===== src/common/tdc_pkg.sv =====
`default_nettype none

package tdc_pkg;

	// Command kinds understood by the SPI engine
	typedef enum logic [1:0] {
		TDC_CMD_OP    = 2'd0, // Opcode only
		TDC_CMD_WRITE = 2'd1, // Opcode plus 32-bit word
		TDC_CMD_READ  = 2'd2  // Opcode plus 24-bit readback
	} tdc_cmd_kind_e;

	localparam int TDC_WORD_W  = 32;
	localparam int OPCODE_BITS = 8;
	localparam int WRITE_BITS  = TDC_WORD_W;
	localparam int RESULT_BITS = 24; // Read payload, upper bits of word
	localparam int SEQ_W       = 8;

	localparam logic [OPCODE_BITS-1:0] OP_POWER_ON_RESET = 8'h50;
	localparam logic [OPCODE_BITS-1:0] OP_INIT           = 8'h70;
	localparam logic [OPCODE_BITS-1:0] OP_WRITE_CFG_BASE = 8'h80; // Plus register index
	localparam logic [OPCODE_BITS-1:0] OP_READ_RESULT    = 8'hB0;

	localparam int CFG_REG_COUNT = 3;
	localparam int CFG_ADDR_W    = 2;
	localparam logic [TDC_WORD_W-1:0] CFG_RESET_VALUES [CFG_REG_COUNT] = '{
		32'h0083_4110,
		32'h4200_0000,
		32'h0010_0C35
	};

	localparam int RESULT_FIFO_DEPTH = 4;
	localparam int FIFO_PTR_W        = $clog2(RESULT_FIFO_DEPTH);

	// Engine bit schedule, counted from the cycle after acceptance
	localparam int SPI_GUARD_CYCLES = 6;
	localparam int SPI_CNT_W        = 7;
	localparam logic [SPI_CNT_W-1:0] SPI_SSN_FALL_CNT  = 7'd1;
	localparam logic [SPI_CNT_W-1:0] SPI_FIRST_BIT_CNT = 7'd3;
	localparam logic [SPI_CNT_W-1:0] SPI_RD_FIRST_CNT  =
		SPI_CNT_W'(SPI_FIRST_BIT_CNT + 2 * OPCODE_BITS + 1);

	typedef struct packed {
		tdc_cmd_kind_e          kind;
		logic [OPCODE_BITS-1:0] opcode;
		logic [TDC_WORD_W-1:0]  wdata;
	} tdc_spi_req_t;

	typedef struct packed {
		logic [SEQ_W-1:0]       seq;
		logic [RESULT_BITS-1:0] value;
	} tdc_result_t;

endpackage

`default_nettype wire


===== src/tdc_spi/tdc_spi_master.sv =====
`timescale 1ns/1ps
`default_nettype none

module tdc_spi_master (
	input  wire                            clk,
	input  wire                            i_rst_n,
	input  logic                           req_valid_i,
	input  tdc_pkg::tdc_spi_req_t          req_i,
	output logic                           ack_o,
	output logic                           done_o,
	output logic [tdc_pkg::TDC_WORD_W-1:0] rd_data_o,
	input  wire                            spi_so_i,
	output logic                           spi_sck_o,
	output logic                           spi_ssn_o,
	output logic                           spi_si_o
);
	import tdc_pkg::*;

	typedef enum logic [3:0] {
		ST_IDLE  = 4'b0001,
		ST_FRAME = 4'b0010,
		ST_END   = 4'b0100,
		ST_GUARD = 4'b1000
	} spi_state_e;

	spi_state_e state;
	tdc_cmd_kind_e kind_q;
	logic [SPI_CNT_W-1:0] cnt;
	logic [SPI_CNT_W-1:0] frame_bits;
	logic [SPI_CNT_W-1:0] last_cnt;
	logic [SPI_CNT_W-1:0] ssn_cnt;
	logic [OPCODE_BITS+WRITE_BITS-1:0] tx_shift;
	logic [RESULT_BITS-1:0] rx_shift;
	logic accept;
	logic in_bits;
	logic sample_en;

	assign accept = (state == ST_IDLE) && req_valid_i;

	always_comb begin
		case (kind_q)
			TDC_CMD_WRITE: frame_bits = SPI_CNT_W'(OPCODE_BITS + WRITE_BITS);
			TDC_CMD_READ:  frame_bits = SPI_CNT_W'(OPCODE_BITS + RESULT_BITS);
			default:       frame_bits = SPI_CNT_W'(OPCODE_BITS);
		endcase
	end

	// Last falling SCK count of the frame
	assign last_cnt = SPI_FIRST_BIT_CNT + (frame_bits << 1) - 1'b1;
	// Reads release SSN one count earlier than opcode and write frames
	assign ssn_cnt = (kind_q == TDC_CMD_READ) ? last_cnt + 7'd2 : last_cnt + 7'd3;

	assign in_bits = (state == ST_FRAME) && (cnt >= SPI_FIRST_BIT_CNT) && (cnt <= last_cnt);
	assign sample_en = in_bits && (kind_q == TDC_CMD_READ) && !cnt[0] &&
		(cnt >= SPI_RD_FIRST_CNT);

	always_ff @(posedge clk or negedge i_rst_n) begin
		if (!i_rst_n) begin
			state     <= ST_IDLE;
			kind_q    <= TDC_CMD_OP;
			cnt       <= '0;
			ack_o     <= 1'b0;
			done_o    <= 1'b0;
			spi_sck_o <= 1'b0;
			spi_ssn_o <= 1'b1;
			spi_si_o  <= 1'b0;
		end else begin
			ack_o  <= 1'b0;
			done_o <= 1'b0;
			case (state)
				ST_IDLE: begin
					cnt <= '0;
					if (req_valid_i) begin
						kind_q <= req_i.kind;
						ack_o  <= 1'b1;
						state  <= ST_FRAME;
					end
				end
				ST_FRAME: begin
					cnt <= cnt + 1'b1;
					if (cnt == SPI_SSN_FALL_CNT)
						spi_ssn_o <= 1'b0;
					if (in_bits) begin
						if (cnt[0]) begin
							spi_sck_o <= 1'b1; // Rising edge, next bit out
							spi_si_o  <= tx_shift[OPCODE_BITS+WRITE_BITS-1];
						end else begin
							spi_sck_o <= 1'b0; // Slave samples here
						end
					end
					if (cnt == last_cnt + 1'b1)
						spi_si_o <= 1'b0;
					if (cnt == ssn_cnt)
						spi_ssn_o <= 1'b1;
					if (cnt == ssn_cnt + 1'b1) begin
						cnt       <= '0;
						spi_sck_o <= 1'b0;
						state     <= ST_END;
					end
				end
				ST_END: begin
					done_o    <= 1'b1;
					spi_ssn_o <= 1'b1;
					spi_sck_o <= 1'b0;
					spi_si_o  <= 1'b0;
					state     <= ST_GUARD;
				end
				ST_GUARD: begin
					if (cnt == SPI_CNT_W'(SPI_GUARD_CYCLES - 1)) begin
						cnt   <= '0;
						state <= ST_IDLE;
					end else begin
						cnt <= cnt + 1'b1;
					end
				end
				default: state <= ST_IDLE;
			endcase
		end
	end

	// Shift registers, loaded on acceptance
	always_ff @(posedge clk) begin
		if (accept)
			tx_shift <= {req_i.opcode, (req_i.kind == TDC_CMD_WRITE) ? req_i.wdata : '0};
		else if (in_bits && cnt[0])
			tx_shift <= tx_shift << 1;
		if (sample_en)
			rx_shift <= {rx_shift[RESULT_BITS-2:0], spi_so_i};
	end

	assign rd_data_o = {rx_shift, {(TDC_WORD_W - RESULT_BITS){1'b0}}};

	ack_after_accept: assert property (@(posedge clk) disable iff (!i_rst_n)
		ack_o |-> $past(state == ST_IDLE && req_valid_i));

	ssn_high_in_idle: assert property (@(posedge clk) disable iff (!i_rst_n)
		(state == ST_IDLE) |-> spi_ssn_o);

endmodule

`default_nettype wire


===== src/design/tdc_cfg_regs.sv =====
`timescale 1ns/1ps
`default_nettype none

module tdc_cfg_regs (
	input  wire                            clk,
	input  wire                            i_rst_n,
	input  wire                            we_i,
	input  wire  [tdc_pkg::CFG_ADDR_W-1:0] waddr_i,
	input  wire  [tdc_pkg::TDC_WORD_W-1:0] wdata_i,
	input  wire  [tdc_pkg::CFG_ADDR_W-1:0] raddr_i,
	output logic [tdc_pkg::TDC_WORD_W-1:0] rdata_o
);
	import tdc_pkg::*;

	logic [TDC_WORD_W-1:0] regs [CFG_REG_COUNT];

	always_ff @(posedge clk or negedge i_rst_n) begin
		if (!i_rst_n) begin
			for (int i = 0; i < CFG_REG_COUNT; i++)
				regs[i] <= CFG_RESET_VALUES[i];
		end else if (we_i && (waddr_i < CFG_ADDR_W'(CFG_REG_COUNT))) begin
			regs[waddr_i] <= wdata_i; // Unmapped addresses ignored
		end
	end

	assign rdata_o = (raddr_i < CFG_ADDR_W'(CFG_REG_COUNT)) ? regs[raddr_i] : '0;

endmodule

`default_nettype wire


===== src/design/tdc_result_fifo.sv =====
`timescale 1ns/1ps
`default_nettype none

module tdc_result_fifo #(
	parameter type T_ENTRY = tdc_pkg::tdc_result_t
) (
	input  wire    clk,
	input  wire    i_rst_n,
	input  wire    push_i,
	input  T_ENTRY push_data_i,
	input  wire    pop_i,
	output T_ENTRY pop_data_o,
	output logic   not_empty_o,
	output logic   overflow_o
);
	import tdc_pkg::*;

	T_ENTRY mem [RESULT_FIFO_DEPTH];
	logic [FIFO_PTR_W-1:0] wr_ptr;
	logic [FIFO_PTR_W-1:0] rd_ptr;
	logic [FIFO_PTR_W:0] count;
	logic full;
	logic do_push;
	logic do_pop;

	assign full = (count == (FIFO_PTR_W + 1)'(RESULT_FIFO_DEPTH));
	assign not_empty_o = (count != '0);
	assign do_push = push_i && !full; // Full push is dropped
	assign do_pop = pop_i && not_empty_o;

	always_ff @(posedge clk or negedge i_rst_n) begin
		if (!i_rst_n) begin
			wr_ptr     <= '0;
			rd_ptr     <= '0;
			count      <= '0;
			overflow_o <= 1'b0;
		end else begin
			if (do_push)
				wr_ptr <= (wr_ptr == FIFO_PTR_W'(RESULT_FIFO_DEPTH - 1)) ? '0 : wr_ptr + 1'b1;
			if (do_pop)
				rd_ptr <= (rd_ptr == FIFO_PTR_W'(RESULT_FIFO_DEPTH - 1)) ? '0 : rd_ptr + 1'b1;
			if (do_push && !do_pop)
				count <= count + 1'b1;
			else if (do_pop && !do_push)
				count <= count - 1'b1;
			if (push_i && full)
				overflow_o <= 1'b1; // Sticky until reset
		end
	end

	always_ff @(posedge clk) begin
		if (do_push)
			mem[wr_ptr] <= push_data_i;
	end

	assign pop_data_o = mem[rd_ptr]; // First word falls through

	count_in_range: assert property (@(posedge clk) disable iff (!i_rst_n)
		count <= (FIFO_PTR_W + 1)'(RESULT_FIFO_DEPTH));

endmodule

`default_nettype wire


===== src/design/tdc_seq_ctrl.sv =====
`timescale 1ns/1ps
`default_nettype none

module tdc_seq_ctrl (
	input  wire                            clk,
	input  wire                            i_rst_n,
	input  wire                            start_i,
	input  wire                            tdc_intn_i,
	output logic                           req_valid_o,
	output tdc_pkg::tdc_spi_req_t          req_o,
	input  wire                            ack_i,
	input  wire                            done_i,
	input  wire  [tdc_pkg::TDC_WORD_W-1:0] rd_data_i,
	output logic [tdc_pkg::CFG_ADDR_W-1:0] cfg_idx_o,
	input  wire  [tdc_pkg::TDC_WORD_W-1:0] cfg_word_i,
	output logic                           push_o,
	output tdc_pkg::tdc_result_t           push_data_o,
	output logic                           busy_o
);
	import tdc_pkg::*;

	typedef enum logic [2:0] {
		S_IDLE,
		S_POR,
		S_CFG,
		S_INIT,
		S_ARMED,
		S_READ
	} seq_state_e;

	seq_state_e st;
	logic in_flight; // Frame acked, done not yet seen
	logic frame_done;
	logic [CFG_ADDR_W-1:0] cfg_idx_q;
	logic [SEQ_W-1:0] seq_q;

	assign frame_done = done_i && in_flight;
	assign cfg_idx_o = cfg_idx_q;

	// Request contents follow the state
	always_comb begin
		req_o.kind   = TDC_CMD_OP;
		req_o.opcode = OP_INIT;
		req_o.wdata  = '0;
		case (st)
			S_POR: req_o.opcode = OP_POWER_ON_RESET;
			S_CFG: begin
				req_o.kind   = TDC_CMD_WRITE;
				req_o.opcode = OP_WRITE_CFG_BASE + OPCODE_BITS'(cfg_idx_q);
				req_o.wdata  = cfg_word_i; // Host value as of acceptance
			end
			S_READ: begin
				req_o.kind   = TDC_CMD_READ;
				req_o.opcode = OP_READ_RESULT;
			end
			default: ;
		endcase
	end

	assign push_o = (st == S_READ) && frame_done;
	assign push_data_o.seq = seq_q;
	assign push_data_o.value = rd_data_i[TDC_WORD_W-1 -: RESULT_BITS];

	always_ff @(posedge clk or negedge i_rst_n) begin
		if (!i_rst_n) begin
			st          <= S_IDLE;
			req_valid_o <= 1'b0;
			in_flight   <= 1'b0;
			cfg_idx_q   <= '0;
			seq_q       <= '0;
			busy_o      <= 1'b0;
		end else begin
			if (ack_i) begin
				req_valid_o <= 1'b0;
				in_flight   <= 1'b1;
			end
			if (done_i)
				in_flight <= 1'b0;
			case (st)
				S_IDLE: if (start_i) begin
					st          <= S_POR;
					req_valid_o <= 1'b1;
					busy_o      <= 1'b1;
				end
				S_POR: if (frame_done) begin
					st          <= S_CFG;
					cfg_idx_q   <= '0;
					req_valid_o <= 1'b1;
				end
				S_CFG: if (frame_done) begin
					req_valid_o <= 1'b1;
					if (cfg_idx_q == CFG_ADDR_W'(CFG_REG_COUNT - 1))
						st <= S_INIT;
					else
						cfg_idx_q <= cfg_idx_q + 1'b1;
				end
				S_INIT: if (frame_done) begin
					st     <= S_ARMED;
					busy_o <= 1'b0; // Chip armed
				end
				S_ARMED: if (!tdc_intn_i) begin
					st          <= S_READ;
					req_valid_o <= 1'b1;
					busy_o      <= 1'b1;
				end
				S_READ: if (frame_done) begin
					st          <= S_INIT; // Re-arm
					seq_q       <= seq_q + 1'b1;
					req_valid_o <= 1'b1;
				end
				default: st <= S_IDLE;
			endcase
		end
	end

	// A new request only once the engine has finished the previous frame
	req_after_done: assert property (@(posedge clk) disable iff (!i_rst_n)
		$rose(req_valid_o) |-> !in_flight);

endmodule

`default_nettype wire


===== src/design/tdc_frontend_top.sv =====
`timescale 1ns/1ps
`default_nettype none

module tdc_frontend_top (
	input  wire                            clk,
	input  wire                            i_rst_n,
	input  wire                            start_i,
	input  wire                            cfg_we_i,
	input  wire  [tdc_pkg::CFG_ADDR_W-1:0] cfg_addr_i,
	input  wire  [tdc_pkg::TDC_WORD_W-1:0] cfg_wdata_i,
	input  wire                            result_pop_i,
	output tdc_pkg::tdc_result_t           result_o,
	output logic                           result_valid_o,
	output logic                           overflow_o,
	output logic                           busy_o,
	output logic                           spi_sck_o,
	output logic                           spi_ssn_o,
	output logic                           spi_si_o,
	input  wire                            spi_so_i,
	input  wire                            tdc_intn_i
);
	import tdc_pkg::*;

	tdc_spi_req_t req;
	tdc_result_t push_data;
	logic req_valid;
	logic ack;
	logic done;
	logic push;
	logic [TDC_WORD_W-1:0] rd_data;
	logic [CFG_ADDR_W-1:0] cfg_idx;
	logic [TDC_WORD_W-1:0] cfg_word;

	tdc_seq_ctrl tdc_seq_ctrl_i (
		.clk         (clk),
		.i_rst_n     (i_rst_n),
		.start_i     (start_i),
		.tdc_intn_i  (tdc_intn_i),
		.req_valid_o (req_valid),
		.req_o       (req),
		.ack_i       (ack),
		.done_i      (done),
		.rd_data_i   (rd_data),
		.cfg_idx_o   (cfg_idx),
		.cfg_word_i  (cfg_word),
		.push_o      (push),
		.push_data_o (push_data),
		.busy_o      (busy_o)
	);

	tdc_spi_master tdc_spi_master_i (
		.clk         (clk),
		.i_rst_n     (i_rst_n),
		.req_valid_i (req_valid),
		.req_i       (req),
		.ack_o       (ack),
		.done_o      (done),
		.rd_data_o   (rd_data),
		.spi_so_i    (spi_so_i),
		.spi_sck_o   (spi_sck_o),
		.spi_ssn_o   (spi_ssn_o),
		.spi_si_o    (spi_si_o)
	);

	tdc_cfg_regs tdc_cfg_regs_i (
		.clk     (clk),
		.i_rst_n (i_rst_n),
		.we_i    (cfg_we_i),
		.waddr_i (cfg_addr_i),
		.wdata_i (cfg_wdata_i),
		.raddr_i (cfg_idx),
		.rdata_o (cfg_word)
	);

	tdc_result_fifo #(
		.T_ENTRY (tdc_result_t)
	) tdc_result_fifo_i (
		.clk         (clk),
		.i_rst_n     (i_rst_n),
		.push_i      (push),
		.push_data_i (push_data),
		.pop_i       (result_pop_i),
		.pop_data_o  (result_o),
		.not_empty_o (result_valid_o),
		.overflow_o  (overflow_o)
	);

endmodule

`default_nettype wire


===== config.mk =====
export PLATFORM = sky130hd
export DESIGN_NAME = tdc_frontend_top
export DESIGN_NICKNAME = d
export VERILOG_FILES = /design/src/common/tdc_pkg.sv /design/src/tdc_spi/tdc_spi_master.sv /design/src/design/tdc_cfg_regs.sv /design/src/design/tdc_result_fifo.sv /design/src/design/tdc_seq_ctrl.sv /design/src/design/tdc_frontend_top.sv
export SDC_FILE = /design/constraint.sdc
export NUM_CORES = 1
export LEC_CHECK = 0
export ABC_AREA = 1
export BUFFER_PORTS_ARGS = -buffer_cell sky130_fd_sc_hd__buf_2
export CORE_MARGIN = 1.5
export CORE_UTILIZATION = 45
export CTS_BUF_LIST = sky130_fd_sc_hd__clkbuf_8
export DETAILED_ROUTE_END_ITERATION = 8
export HOLD_SLACK_MARGIN = 0.08
export PLACE_DENSITY = 0.73
export SLEW_MARGIN = 20
export SYNTH_ARGS = -nofsm -noshare
export SYNTH_HDL_FRONTEND = slang
export SYNTH_SLANG_ARGS = --single-unit

===== constraint.sdc =====
create_clock -name clk -period 4.4 [get_ports clk]
set_input_delay 0.44 -clock clk [delete_from_list [all_inputs] [get_ports clk]]
set_output_delay 0.44 -clock clk [all_outputs]
set_load 0.02 [all_outputs]

==> impl_summary.md <==
Status
The run finished with clean final reports.

Flow run
Across the run, the number of max-cap violations was 0.

Clocking
TritonCTS built the clock tree. The clock transition at the registers of the reported paths is 0.06 ns. The hold buffer count at cts is 5. The number of setup buffers added after CTS is 0. Counting along the longest clock path gives a buffer depth of 3. The clock sink count is 330.

Buffers inserted during clock tree synthesis total 51. The H-tree level count is 2. Clock latency on the worst-skew pair, taken at its later pin, is 0.59 ns.

The cell at the root of the clock tree is sky130_fd_sc_hd__clkbuf_8. The number of resized instances in the post-cts repair step is 0.

Timing
In this run the tightest slew margin relative to its limit is 33.86%. The time the final worst path needs with I/O delays and setup is 2.903 ns. The worst-case clock skew is 0.03519 ns. The final count of hold timing violations is 0. Setup violations remaining at the end of the flow were counted as 0.

The final max-slew violation count is 0. The tightest hold margin is 0.1093 ns. In the final timing run, aggregate negative setup slack is 0 ns. The fraction of the cycle the final worst path needs is 65.99%. For the pin with the worst max-slew slack, the measured transition is 0.9886 ns. The timing-limited maximum frequency is 344.4 MHz. Setup repair after global routing left no endpoint under its margin.

Critical path
STA classifies the critical path endpoint as an output pin. The beginning of the critical path is tdc_result_fifo_i.rd_ptr[0]. The master of the slowest instance on the critical path is sky130_fd_sc_hd__inv_1. The critical path arrival is 2.46 ns. For the worst setup path, the data required time is 3.96 ns. Broken down by cell family, the worst path's largest delay share belongs to buffers and inverters.

The startpoint identified for the worst register-to-register timing path is tdc_spi_master_i.kind_q[0]. The critical path goes through inv_1, buf_4, o21ai_0, o22ai_1, buf_2. The critical path class is flip-flop to output pin. The stage delay of the slowest cell on the critical path is 0.52 ns.

The endpoint of the worst-slack reg-to-reg timing path is tdc_spi_master_i.tx_shift[22]. The depth of the worst register-to-register path is 9. The worst setup path is launched from a flip-flop. The number of buffer and inverter stages on the critical path is 3. The maximum fanout count along the critical path is 24. The minimum setup slack among reg-to-reg paths is 1.69 ns.

Power
The share of total power consumed by net switching is 35.33%. The static leakage is 6.530 nW. The cell-internal power is 0.006079 W.

In this run the power spent charging and discharging nets is 0.003322 W. The share of total power in combinational logic is 30.1%. In this run, the clock network consumes 25.8% of the power. The peak ir drop on the vdd network is 0.0002968 V. Sequential cells burn 44.1% of the power.

In this run the power density over the cells is 605.3 nW/um^2.

Die
The initialized floorplan defines 63 standard-cell rows. During I/O placement, the number of pins put on the boundary was 79. The area of the placeable core is 29800 sq um. The floorplan step set the die width to 177.7 um.

The die covers 31560 sq um. For this configuration, the core starts out at a cell density of 46.07%. Measured along the y axis, the die boundary spans 177.7 um.

Synthesis
The most used standard cell by instance count after synthesis is sky130_fd_sc_hd__edfxtp_1. After synthesis, the share of flip-flops with an asynchronous set or reset is 41.82%. The leading register cell type out of synthesis is sky130_fd_sc_hd__edfxtp_1.

The number of nets in the synthesized netlist is 1260. The post-synthesis instance total is 1202. The synthesized netlist contains 42 unique library cells. For this run, the register share of the synthesized area comes to 67.31%. For this run, the number of Yosys warnings is 0.

The post-synthesis instance area is 13730 sq um. The average cell area after synthesis is 11.42 sq um. The number of enable flip-flop cells after synthesis is 192. In the post-synthesis netlist, the biggest area contributors are sky130_fd_sc_hd__edfxtp_1 42%, sky130_fd_sc_hd__dfrtp_1 22%, sky130_fd_sc_hd__o21ai_0 6.6%, sky130_fd_sc_hd__nand2_1 5.2%, sky130_fd_sc_hd__nor2_1 4.2%.

The largest area contributor in the synthesized netlist is sky130_fd_sc_hd__edfxtp_1. Counting flops and latches in the post-synthesis netlist gives 330. The share of Yosys cell area claimed by the top area cell type is 42.00%. By count the netlist is led by 192 x sky130_fd_sc_hd__edfxtp_1, 189 x sky130_fd_sc_hd__nand2_1, 182 x sky130_fd_sc_hd__o21ai_0.

Finish
0 antenna diodes ended up in the layout. The synthesis-to-finish area growth is 13.13%. Of the cells placed in the final design, the portion with a size suffix greater than 1 is 17.96%. The count of nets after finishing is 1353.

After the flow finishes, the layout carries non-filler instances totaling 1726. Counting the fill cells in the layout gives 2606.

GRT
After global routing the overflow that remains totals 0. The number of antenna violations at the first check in global routing is 0. The first global-routing pass estimated 44.35 mm of wire. The via count of the first global-routing pass came to 8793. The combined global-route utilization of all metal layers is 17.42%. The pin count of the biggest net entering global routing is 107.

Worst hold path
The startpoint identified for the worst hold timing path is cfg_wdata_i[4]. In this run the worst hold path is classified as input port to flip-flop. Counting instances, the worst hold path has a depth of 3. The worst hold path terminates at tdc_cfg_regs_i.regs[4].

Detailed routing
The routed layout has 9038 vias. In the final routed layout, each cell accounts on average for 15.53 um. Dividing the detail-routed via count by the number of cells gives 5.236. The starting DRC count in detailed routing is 756. The number of remaining DRC errors is 0. The first detailed-routing pass took 5 iterations. The count of antenna-violating nets left after detailed routing is 0. The final layout contains routed wiring with a total length of 26.80 mm.

Placement
The sum of net half-perimeters after detailed placement is 15.65 mm. The routability-driven placement congestion ratio is 0.8793. The total of buffers placed on input and output ports is 78. The number of cells in the design after placement is 1627.
==> worst register-to-register path, delay by kind of cell, from the launching register on <==
family,cells,cell delay (ns)
fa+ha+maj,2,0.60
buf+inv,1,0.05
flops,1,0.32
simple gates,6,1.33
==> metrics by stage <==
| step | instance area (sq um) | util (%) | total power, W | setup WS (ns) |
|---|---|---|---|---|
| after detailed placement | 14500 | 48.65 | 0.007063 | 1.701 |
| after CTS | 15530 | 52.12 | 0.009502 | 1.404 |
| after floorplan | 13730 | - | 0.006261 | 0.9468 |
| final | 15530 | 52.12 | 0.009401 | 1.497 |
| after global placement | 14500 | 48.65 | 0.006970 | 1.774 |
| after global routing | 15530 | 52.12 | 0.01003 | 1.262 |
==> area by class of cell <==
type / instances / area, sq um / area share [%]
clock inverters: 37 / 198.9 / 1.281
multi-input cells: 724 / 3918 / 25.23
clock buffers: 57 / 784.5 / 5.052
repair buffers: 98 / 559.3 / 3.601
flip-flops and latches: 330 / 9241 / 59.51
well taps: 390 / 488.0 / 3.142
inverters: 90 / 340.3 / 2.191
==> cell families (layout without fill, tap and decap cells) <==
logic type                 Yosys count  in the layout  synth area share (%)
xor gates and xnor gates            12             12                0.7657
buffers and inverters              148            282                 4.384
muxes                                1              1               0.08203
adders and majority gates           17             17                 1.604
and+or+nand+nor                    392            392                 11.76
AOI/OAI and AO/OA                  302            302                 14.09
DFF                                330            330                 67.31
==> worst max-delay path by stage <==
stage,endpoint,cells after the start,slack [ns]
after floorplan,tdc_spi_master_i.rx_shift[0],8,0.95
after global placement,tdc_spi_master_i.tx_shift[19],9,1.77
after detailed placement,tdc_spi_master_i.tx_shift[22],9,1.70
after CTS,result_o[27],5,1.40
after global routing,result_o[27],4,1.26
final,result_o[27],5,1.50
==> cell usage in the layout, fill, tap and decap left out, drive strengths merged, types with 2 or more instances in the layout <==
cell | Yosys | final
o22ai | 38 | 38
xor2 | 9 | 9
inv | 90 | 117
a2bb2oi | 2 | 2
buf | 20 | 93
dfstp | 17 | 17
clkinv | 0 | 9
nand3 | 27 | 27
o41ai | 30 | 30
o221ai | 2 | 2
nand2 | 194 | 194
clkbuf | 38 | 57
xnor2 | 3 | 3
o21ai | 185 | 185
edfxtp | 192 | 192
o31ai | 3 | 3
ha | 16 | 16
dlygate4sd3 | 0 | 5
nor2 | 161 | 161
a21oi | 38 | 38
nor3 | 6 | 6
dfrtp | 121 | 121
==> layer usage <==
| metal | up-vias | share of wire (%) | GRT usage [%] |
|---|---|---|---|
| li1 | 4372 | - | - |
| met1 | 4410 | 46 | 24.06 |
| met2 | 217 | 48 | 28.35 |
| met3 | 39 | 4.4 | 3.085 |
| met4 | 0 | 1.8 | 4.902 |
| met5 | - | 0 | 0 |
==> state kept, by name, indices dropped and copies added, names as in the netlist, 3 cells and up <==
name / count
tdc_result_fifo_i.mem: 128
tdc_cfg_regs_i.regs: 96
tdc_spi_master_i.tx_shift: 40
tdc_spi_master_i.rx_shift: 24
tdc_seq_ctrl_i.seq_q: 8
tdc_spi_master_i.cnt: 7
tdc_spi_master_i.state: 4
tdc_result_fifo_i.count: 3
tdc_seq_ctrl_i.st: 3
==> power by group through the flow <==
stage / registers [W] / logic [W] / clock network (W)
floorplan: 0.00415 / 0.00211 / 0
global placement: 0.00418 / 0.00279 / 0
detailed placement: 0.00419 / 0.00287 / 0
CTS: 0.00414 / 0.00288 / 0.00248
global route: 0.00420 / 0.00320 / 0.00263
finish: 0.00415 / 0.00283 / 0.00242
No activity file was read; power rests on OpenSTA's default activity.
